**config.mk**
```make
export PLATFORM = sky130hd
export DESIGN_NAME = calculator
export DESIGN_NICKNAME = d
export VERILOG_FILES = /design/src/calc_pkg.sv /design/src/calculator.sv /design/src/gencon.sv /design/src/multiply.sv /design/src/addition.sv
export SDC_FILE = /design/constraint.sdc
export NUM_CORES = 1
export LEC_CHECK = 0
export BUFFER_PORTS_ARGS = -buffer_cell sky130_fd_sc_hd__buf_2
export CAP_MARGIN = 30
export CORE_AREA = 2 2 147 149
export CTS_CLUSTER_DIAMETER = 50
export DETAILED_ROUTE_END_ITERATION = 6
export DIE_AREA = 0 0 149 151
export GPL_TIMING_DRIVEN = 0
export PLACE_DENSITY = 0.69
export SYNTH_ARGS = -nofsm -noshare
export SYNTH_HDL_FRONTEND = slang
export SYNTH_SLANG_ARGS = --single-unit
```
**constraint.sdc**
```tcl
create_clock -name clk -period 5.7 [get_ports clk]
set_input_delay 0.285 -clock clk [delete_from_list [all_inputs] [get_ports clk]]
set_output_delay 0.285 -clock clk [all_outputs]
set_load 0.1 [all_outputs]
```
**src/calc_pkg.sv**
```systemverilog
// Shared widths, operator codes and controller states for the calculator core; import where needed
package calc_pkg;

    localparam int WORD_BITS = 16;

    // Operands, unit data paths and the display
    typedef logic [WORD_BITS-1:0] word_t;
    // One keypad code
    typedef logic [3:0] digit_t;
    // One-hot operator, zero when none
    typedef logic [2:0] op_t;

    localparam op_t OP_ADD = 3'b001;
    localparam op_t OP_SUB = 3'b010;
    localparam op_t OP_MUL = 3'b100;

    // Entry multiplier for decimal digits
    localparam word_t DIGIT_BASE = 16'd10;

    typedef enum logic [3:0] {
        ENTER_FIRST,
        SCALE_FIRST,
        ADD_DIGIT_FIRST,
        ENTER_SECOND,
        SCALE_SECOND,
        ADD_DIGIT_SECOND,
        DISPATCH,
        WAIT_UNIT,
        SHOW_RESULT
    } ctrl_state_t;

endpackage
```
**src/calculator.sv**
```systemverilog
// Calculator top level joining the controller to the adder and the multiplier
`timescale 1ns/1ns

module calculator #(
    parameter int STEP_BITS = 4
) (
    input  logic             clk,
    input  logic             nRST,
    input  calc_pkg::digit_t keypad_input,
    input  logic             read_input,
    input  calc_pkg::op_t    operator_input,
    input  logic             equal_input,
    output logic             complete,
    output calc_pkg::word_t  display_output
);
    import calc_pkg::*;

    word_t add_a;
    word_t add_b;
    word_t add_out;
    logic add_sub;
    logic add_start;
    logic add_finish;

    word_t mul_a;
    word_t mul_b;
    word_t mul_out;
    logic mul_start;
    logic mul_finish;

    gencon gencon_inst (
        .clk            (clk),
        .nRST           (nRST),
        .keypad_input   (keypad_input),
        .read_input     (read_input),
        .operator_input (operator_input),
        .equal_input    (equal_input),
        .add_a          (add_a),
        .add_b          (add_b),
        .add_sub        (add_sub),
        .add_start      (add_start),
        .add_out        (add_out),
        .add_finish     (add_finish),
        .mul_a          (mul_a),
        .mul_b          (mul_b),
        .mul_start      (mul_start),
        .mul_out        (mul_out),
        .mul_finish     (mul_finish),
        .complete       (complete),
        .display_output (display_output)
    );

    addition #(
        .STEP_BITS (STEP_BITS)
    ) addition_inst (
        .clk    (clk),
        .nRST   (nRST),
        .a      (add_a),
        .b      (add_b),
        .sub    (add_sub),
        .start  (add_start),
        .out    (add_out),
        .finish (add_finish)
    );

    multiply multiply_inst (
        .clk    (clk),
        .nRST   (nRST),
        .a      (mul_a),
        .b      (mul_b),
        .start  (mul_start),
        .out    (mul_out),
        .finish (mul_finish)
    );

endmodule

```
**src/gencon.sv**
```systemverilog
// Calculator controller: digit entry through the multiplier, operator capture, unit dispatch
`timescale 1ns/1ns

module gencon (
    input  logic            clk,
    input  logic            nRST,

    input  calc_pkg::digit_t keypad_input,
    input  logic            read_input,
    input  calc_pkg::op_t   operator_input,
    input  logic            equal_input,

    output calc_pkg::word_t add_a,
    output calc_pkg::word_t add_b,
    output logic            add_sub,
    output logic            add_start,
    input  calc_pkg::word_t add_out,
    input  logic            add_finish,

    output calc_pkg::word_t mul_a,
    output calc_pkg::word_t mul_b,
    output logic            mul_start,
    input  calc_pkg::word_t mul_out,
    input  logic            mul_finish,

    output logic            complete,
    output calc_pkg::word_t display_output
);
    import calc_pkg::*;

    ctrl_state_t state;
    ctrl_state_t next_state;

    word_t operand1;
    word_t operand2;
    digit_t digit_r;
    op_t op_r;
    // Pulses in the first cycle of a scaling state
    logic scale_start;
    logic use_mul;
    logic unit_finish;
    logic digit_taken;

    // Anything but multiply goes to the adder
    assign use_mul = (op_r == OP_MUL);
    assign unit_finish = use_mul ? mul_finish : add_finish;
    assign digit_taken = read_input && (state == ENTER_FIRST || state == ENTER_SECOND);

    always_comb begin
        next_state = state;
        case (state)
            ENTER_FIRST: begin
                if (read_input) begin
                    next_state = SCALE_FIRST;
                end else if (operator_input != '0) begin
                    next_state = ENTER_SECOND;
                end
            end
            SCALE_FIRST: begin
                if (mul_finish) begin
                    next_state = ADD_DIGIT_FIRST;
                end
            end
            ADD_DIGIT_FIRST:
                next_state = ENTER_FIRST;
            ENTER_SECOND: begin
                if (read_input) begin
                    next_state = SCALE_SECOND;
                end else if (equal_input) begin
                    next_state = DISPATCH;
                end
            end
            SCALE_SECOND: begin
                if (mul_finish) begin
                    next_state = ADD_DIGIT_SECOND;
                end
            end
            ADD_DIGIT_SECOND:
                next_state = ENTER_SECOND;
            DISPATCH:
                next_state = WAIT_UNIT;
            WAIT_UNIT: begin
                if (unit_finish) begin
                    next_state = SHOW_RESULT;
                end
            end
            SHOW_RESULT:
                next_state = ENTER_FIRST;
            default:
                next_state = ENTER_FIRST;
        endcase
    end

    // Unit operands only matter in the start cycle
    always_comb begin
        mul_a = operand1;
        mul_b = DIGIT_BASE;
        if (state == SCALE_SECOND) begin
            mul_a = operand2;
        end else if (state == DISPATCH) begin
            mul_b = operand2;
        end
    end

    assign mul_start = scale_start || (state == DISPATCH && use_mul);

    assign add_a     = operand1;
    assign add_b     = operand2;
    assign add_sub   = (op_r == OP_SUB);
    assign add_start = (state == DISPATCH) && !use_mul;

    always_ff @(posedge clk or negedge nRST) begin
        if (!nRST) begin
            state          <= ENTER_FIRST;
            operand1       <= '0;
            operand2       <= '0;
            op_r           <= '0;
            scale_start    <= 1'b0;
            complete       <= 1'b0;
            display_output <= '0;
        end else begin
            state       <= next_state;
            scale_start <= digit_taken;
            complete    <= 1'b0;
            case (state)
                ENTER_FIRST: begin
                    if (!read_input && operator_input != '0) begin
                        op_r     <= operator_input;
                        operand2 <= '0;
                    end
                end
                SCALE_FIRST: begin
                    if (mul_finish) begin
                        operand1 <= mul_out;
                    end
                end
                ADD_DIGIT_FIRST: begin
                    operand1       <= operand1 + word_t'(digit_r);
                    display_output <= operand1 + word_t'(digit_r);
                end
                SCALE_SECOND: begin
                    if (mul_finish) begin
                        operand2 <= mul_out;
                    end
                end
                ADD_DIGIT_SECOND: begin
                    operand2       <= operand2 + word_t'(digit_r);
                    display_output <= operand2 + word_t'(digit_r);
                end
                SHOW_RESULT: begin
                    display_output <= use_mul ? mul_out : add_out;
                    complete       <= 1'b1;
                    operand1       <= '0;
                    operand2       <= '0;
                end
                default: begin
                end
            endcase
        end
    end

    // Digit held until the scaled operand comes back
    always_ff @(posedge clk) begin
        if (digit_taken) begin
            digit_r <= keypad_input;
        end
    end

endmodule

```
**src/multiply.sv**
```systemverilog
// Shift-and-add multiplier, one load cycle then 16 iterations; low 16 bits of the product on out
`timescale 1ns/1ns

module multiply (
    input  logic          clk,
    input  logic          nRST,
    input  calc_pkg::word_t a,
    input  calc_pkg::word_t b,
    input  logic          start,
    output calc_pkg::word_t out,
    output logic          finish
);
    import calc_pkg::*;

    localparam int CW = $clog2(WORD_BITS);

    word_t mcand;
    word_t mplier;
    word_t acc;
    logic busy;
    logic [CW-1:0] count;

    always_ff @(posedge clk or negedge nRST) begin
        if (!nRST) begin
            busy   <= 1'b0;
            count  <= '0;
            finish <= 1'b0;
        end else begin
            finish <= 1'b0;
            if (start) begin
                busy  <= 1'b1;
                count <= '0;
            end else if (busy) begin
                count <= count + 1'b1;
                // Result lands with the last iteration
                if (count == CW'(WORD_BITS - 1)) begin
                    busy   <= 1'b0;
                    finish <= 1'b1;
                end
            end
        end
    end

    always_ff @(posedge clk) begin
        if (start) begin
            mcand  <= a;
            mplier <= b;
            acc    <= '0;
        end else if (busy) begin
            if (mplier[0]) begin
                acc <= acc + mcand;
            end
            // Bits shifted past the top are dropped
            mcand  <= mcand << 1;
            mplier <= mplier >> 1;
        end
    end

    assign out = acc;

endmodule

```
**src/addition.sv**
```systemverilog
// Multi-cycle add/subtract unit, STEP_BITS bits per cycle from the low end; start in, finish out
`timescale 1ns/1ns

module addition #(
    parameter int STEP_BITS = 4
) (
    input  logic          clk,
    input  logic          nRST,
    input  calc_pkg::word_t a,
    input  calc_pkg::word_t b,
    input  logic          sub,
    input  logic          start,
    output calc_pkg::word_t out,
    output logic          finish
);
    import calc_pkg::*;

    localparam int NCHUNK = WORD_BITS / STEP_BITS;
    localparam int CW = (NCHUNK > 1) ? $clog2(NCHUNK) : 1;

    word_t a_r;
    word_t b_r;
    word_t sum_r;
    logic carry;
    logic busy;
    logic [CW-1:0] idx;
    logic [STEP_BITS:0] chunk_sum;

    // One chunk plus the carry from the chunk below
    assign chunk_sum = {1'b0, a_r[idx*STEP_BITS +: STEP_BITS]}
                     + {1'b0, b_r[idx*STEP_BITS +: STEP_BITS]}
                     + {{STEP_BITS{1'b0}}, carry};

    always_ff @(posedge clk or negedge nRST) begin
        if (!nRST) begin
            busy   <= 1'b0;
            idx    <= '0;
            finish <= 1'b0;
        end else begin
            finish <= 1'b0;
            if (start) begin
                busy <= 1'b1;
                idx  <= '0;
            end else if (busy) begin
                if (idx == CW'(NCHUNK - 1)) begin
                    busy   <= 1'b0;
                    finish <= 1'b1;
                end else begin
                    idx <= idx + 1'b1;
                end
            end
        end
    end

    // Subtract as a + ~b + 1
    always_ff @(posedge clk) begin
        if (start) begin
            a_r   <= a;
            b_r   <= sub ? ~b : b;
            carry <= sub;
        end else if (busy) begin
            sum_r[idx*STEP_BITS +: STEP_BITS] <= chunk_sum[STEP_BITS-1:0];
            carry <= chunk_sum[STEP_BITS];
        end
    end

    assign out = sum_r;

endmodule

```
# Word-level counts from Yosys, hierarchy flattened
# Cells that the tools add are included.
totals:
  regBits: 168
  out_inout_bits: 17
  word_cells: 120
classes:
  addsub: 8
  n_eq_ne: 19
  n_shift: 4
  muxes: 44
  bitwise_logic: 2
  n_reduce_logical: 22
op_table:
  columns: ["cell", "count"]
  rows:
  - ["$mux W16", 11]
  - ["$pmux W16 S3", 2]
  - ["$pmux W16 S4", 1]
  - ["$mux W4", 9]
  - ["$neg A4 Y34", 1]
  - ["$shift A4 B34 Y16 const A", 1]
  - ["$shiftx A4 B34 Y16", 1]
  - ["$add A16 B4 Y16", 2]
  - ["$shiftx A16 B5 Y4", 2]
  - ["$pmux W4 S7", 1]
  - ["$add A16 B16 Y16", 1]
  - ["$bwmux W16", 1]
  - ["$eq A4 B3 Y1 const B", 4]
  - ["$mux W1", 16]
  - ["$not A16 Y16", 1]
  - ["$reduce_and A2 Y1", 5]
  - ["$reduce_bool A3 Y1", 3]
  - ["$eq A4 B2 Y1 const B", 2]
  - ["$eq A4 B4 Y1 const B", 2]
  - ["$mux W2", 3]
  - ["$ne A2 B1 Y1 const B", 3]
  - ["$ne A3 B3 Y1 const B", 2]
  - ["$add A4 B4 Y5", 1]
  - ["$add A5 B1 Y5", 1]
  - ["16 further kinds", 23]

# Longest topological paths before layout
logic_depth:
  ltp_word: 5
  depth_mapped: 9
  depth_no_buf: 9

# By module
# Synthesis repeated with hierarchy kept, for this count alone.
hier_totals:
  hier_cells: 910
  area_unflattened_um2: 9629.2
by_module_without_submodules:
  columns: ["module", "n_inst", "cells_each", "area_per_inst_um2"]
  rows:
  - ["gencon", 1, 523, 4386.7]
  - ["multiply", 1, 251, 2860.2]
  - ["addition", 1, 136, 2382.3]

# Worst setup path after synthesis
# Ideal clock, no wire load.
synth_timing:
  kind: "flip-flop to flip-flop"
  start: "reg addition_inst.idx[0]"
  end: "reg addition_inst.carry, data pin"
  arrival_time_ns: 2.645
  slack_ns: 2.793
  path_stages_with_launch: 9
  period_less_slack_ns: 2.907
  cell_sequence: "dfrtp_1 -> clkbuf_1 -> buf_2 -> mux4_2 -> fa_1 -> fa_1 -> a21o_1 -> a21oi_1 -> a21oi_1"
synth_between:
  elab_chain_len: 5
  word_cells_on_any_way: 6
  classes_between: "2 x add/sub; 2 x shift; 2 x mux"
synth_lines:
  columns: ["element", "line", "source"]
  rows:
  - ["start, declared", "addition.sv:26", "logic [CW-1:0] idx;"]
  - ["start signal, assigned", "addition.sv:49", "idx <= idx + 1'b1;"]
  - ["$shiftx A16 B5 Y4, on equally long branches", "addition.sv:30, addition.sv:31", null]
  - ["$add A4 B4 Y5 (*)", "addition.sv:31", "+ {1'b0, b_r[idx*STEP_BITS +: STEP_BITS]}"]
  - ["$add A5 B1 Y5 (*)", "addition.sv:32", "+ {{STEP_BITS{1'b0}}, carry};"]
  - ["$mux W1 (*)", "addition.sv:61", "end else if (busy) begin"]
  - ["$mux W1 (*)", "addition.sv:57", "if (start) begin"]
  - ["end signal, assigned", "addition.sv:60", "carry <= sub;"]
  - ["end signal, assigned", "addition.sv:63", "carry <= chunk_sum[STEP_BITS];"]
  - ["end, declared", "addition.sv:24", "logic carry;"]
# Mark *: on every way between the ends. The rest lies on a longest branch, timed or not. The select of a mux whose other input is x is not followed.
# A chain may end at the register's enable or synchronous reset.

# Final worst setup path
layout_timing:
  start: "reg addition_inst.idx[0]"
  end: "reg addition_inst.sum_r[10], in the netlist addition_inst.out[10], data pin"
layout_between:
  elab_chain_len: 5
  word_cells_on_any_way: 8
  classes_between: "3 x add/sub; 4 x shift; 1 x mux"
layout_lines:
  columns: ["element", "line", "source"]
  rows:
  - ["$shiftx A16 B5 Y4, on equally long branches", "addition.sv:30, addition.sv:31", null]
  - ["$add A4 B4 Y5", "addition.sv:31", null]
  - ["$add A5 B1 Y5", "addition.sv:32", null]
  - ["$shiftx A4 B34 Y16", "addition.sv:62", "sum_r[idx*STEP_BITS +: STEP_BITS] <= chunk_sum[STEP_BITS-1:0];"]
  - ["$bwmux W16 (*)", "addition.sv:62", null]
  - ["end signal, assigned by index", "addition.sv:62", null]
  - ["end, declared", "addition.sv:23", "word_t sum_r;"]
# Mark *: on every way between the ends. The rest lies on a longest branch, timed or not.

==> results.txt <==
Outcome - finished, violations left
Failing checks - hold timing
Number of enable flip-flop cells after synthesis - 85
Count leader, synth - nand2_1
Setup TNS - 0 ns
Simple-gate area share of the yosys netlist - 18.2%
Most used DFF post-synth - edfxtp_1
Number of remaining DRC errors - 0
Max-cap violations - 0
Slew HR - 39.9%
Synth Area in Compound Gates - 15.6%
GRT Resource Usage Total - 25.0%
Fillers - 1904
Port Buffers - 27
Placed inst area - 9840 um2
CP bufs+invs - 2
Register area - 4550 um2
Post-route cell area - 10400 um2
DP HPWL - 19900 um
Critical-path cell list - clkbuf_1 > buf_2 > mux4_2 > fa_1 > fa_1 > xnor2_1 > nor2_1
Final nets - 1043
XOR/XNOR Fraction of Synth Area - 4.99%
Util after Layout - 50.1%
Clock network fraction of total power - 47.6%
Final period util - 57.8%
Cell leakage power - 4.21 nW
Worst Reg-to-Reg Cells - 7
Max incr delay on CP - 0.58 ns
Hold Violations, Final - 35
Post-route minimum period - 3.30 ns
Family with the most delay on the worst path - adder cells
Slowest stage cell, crit path - mux4_2
Root Buffer - clkbuf_16
Stages on worst setup path - 7
Io pins - 28
Cell Area, Synth - 9300 um2
Diode count - 0
Die area - 22500 um2
Detailed Routing Iterations Pass 1 - 6
Post CTS Setup Buffer Count - 0
Max Root-Sink Buffers - 2
GRT overflow - 0
Finished Layout Cells - 1282
Vias in the first global route - 6980
Number of H-tree levels - 4
Vias per inst - 5.87
Yosys top cell area share - 27.5%
Post-Synth Adder-Cell Area - 5.52%
Peak supply drop - 0.000212 V
Core Area - 20800 um2
# setup viols final - 0
Initial Util - 44.7%
Pins over their slew limit - 0
Yosys warns - 0
Int Pwr - 0.00188 W
DRT Wirelength - 27000 um
Worst hold margin - -0.0143 ns
Worst Hold Class - in -> async
Skew final - 0.0123 ns
Top Layer Used - met5
Setup crit start - addition_inst.idx[0]
R2R setup slack - 2.40 ns
Clock Latency Late Sink - 0.44 ns
CP endpoint kind - flop
WL per Instance - 21.1 um
Synthesized area per cell - 9.84 um2
NetSw - 0.000561 W
Unique masters post-synth - 75
Largest family of logic cells by synthesized area - simple AND/OR/NAND/NOR gates
WP data arrival - 3.47 ns
Share of cells above drive strength 1 - 11.6%
Fmax - 0.303 GHz
CP Class - reg -> reg
Worst-path clk slew - 0.07 ns
Synth top area cells - edfxtp_1 27%, dfrtp_1 18%, nand2_1 6.0%, ha_1 4.4%, nor2_1 3.8%
Routed wl met2 - 12100 um
Slew of the pin with the lowest slew margin - 0.901 ns
FP Rows - 53
Net Sw Frac - 23.0%
Syn Nets - 994
FF+latch count, synth - 168
Synth cell count leaders - 149 x nand2_1, 93 x nor2_1, 85 x edfxtp_1
WL met3 - 2450 um
Sequential power share - 51.8%
Power per cell area - 234 nW/um2
CP Max Fanout - 10
Hold buffers post-CTS - 0
CTS tree - yes
Crit path launch type - flop
Largest area contributor in the netlist - edfxtp_1
Initial antenna violation count - 1
Multi-input logic area - 4400 um2
Multiplexer share of the synthesized area - 3.03%
Combinational power share - 0.6%
Clock sinks - 168
Placer congestion estimate - 0.980
Largest net degree at the start of global routing - 68
Total CTS buffers - 17
Vias - 7523
Routed length on met1 - 11300 um
Mapped Cells - 945
RSZ-0062 raised after global routing - false
Critical Path Sink - addition_inst.out[10]
First-pass GRT wire length - 41300 um
Reg-to-reg critical path endpoint - addition_inst.out[10]
DR iter-0 viols - 924
Synth-to-Final Area Change - 12.2%
Seq/Total Area, Yosys - 48.9%
Die Wd - 149 um
Critical path's most frequent cell - fa_1
PostCTS Resize Cnt - 0
Final antenna-violating net count - 0
Critical path data required time - 5.88 ns
Die Y - 151 um
Reg-to-Reg Start - addition_inst.idx[0]
Inst Count DP - 1250
Post-synthesis async set-or-reset flop share - 39.9%
[final cells by class]
class / count / share of cell area [%]
plain buffers: 59 / 2.63
clock buffers: 18 / 4.32
clock inverters: 14 / 1.38
inverters: 20 / 0.719
multi-input cells: 698 / 42.2
flip-flops and latches: 168 / 43.6
well taps: 275 / 3.30
repair buffers: 30 / 1.92
[cell families (layout without fill, tap and decap cells)]
logic type / after synthesis / count (layout)
simple gates: 368 / 368
compound gates: 221 / 221
flops: 168 / 168
buf+inv: 79 / 141
xor+xnor: 53 / 53
fa+ha+maj: 38 / 38
mux: 18 / 18
[state kept, by name (all words and copies together), names as in the netlist, 2 cells and up]
name	count
addition_inst.a_r	16
gencon_inst.add_b	16
multiply_inst.count	4
gencon_inst.state	4
gencon_inst.op_r	3
multiply_inst.out	16
gencon_inst.add_a	16
addition_inst.b_r	16
addition_inst.idx	2
gencon_inst.digit_r	4
addition_inst.out	16
gencon_inst.display_output	16
multiply_inst.mplier	16
multiply_inst.mcand	16
[cell usage in the layout, fill, tap and decap left out, drive strengths merged, types with 6 or more instances in the layout]
cell type / instances
nand2: 150
nor2: 94
edfxtp: 85
a21oi: 70
dfrtp: 67
buf: 60
clkbuf: 47
nand3: 38
o21ai: 38
ha: 33
xnor2: 29
inv: 29
xor2: 24
a31oi: 20
and3: 18
dfxtp: 16
nor3: 13
a211oi: 11
a21o: 10
a221oi: 10
nand2b: 10
mux2i: 9
mux4: 8
o21a: 7
nor3b: 6
o22a: 6
o211ai: 6
nand4: 6
[power groups by stage]
stage	registers (W)	logic, W	clock network (W)
after global routing	0.00126	0.0000163	0.00122
after detailed placement	0.00129	0.0000150	0
after global placement	0.00129	0.0000143	0
after floorplan	0.00129	0.000000488	0
after CTS	0.00126	0.0000150	0.00117
final	0.00126	0.0000142	0.00116
[metal layers]
layer | track usage, % | vias up
li1 | - | 3513
met1 | 34.3 | 3577
met2 | 37.3 | 368
met3 | 6.81 | 63
met4 | 10.7 | 2
met5 | 0 | -
[stage by stage]
step	setup WS [ns]	power, W
3_5_place_dp	2.38	0.00130
6_report	2.40	0.00244
4_1_cts	2.36	0.00245
2_1_floorplan	2.79	0.00129
3_3_place_gp	2.35	0.00130
5_1_grt	2.14	0.00250
[worst min-delay path by stage]
stage	to	slack [ns]	depth (start not counted)
6_report	gencon_inst.op_r[0]	-0.01	1
5_1_grt	gencon_inst.digit_r[0]	0.002	1
4_1_cts	gencon_inst.digit_r[0]	0.01	1
3_5_place_dp	addition_inst.a_r[5]	0.44	0
3_3_place_gp	addition_inst.a_r[5]	0.43	0
2_1_floorplan	addition_inst.busy	-0.01	0
Note: power is estimated with default switching activity, not from simulation.
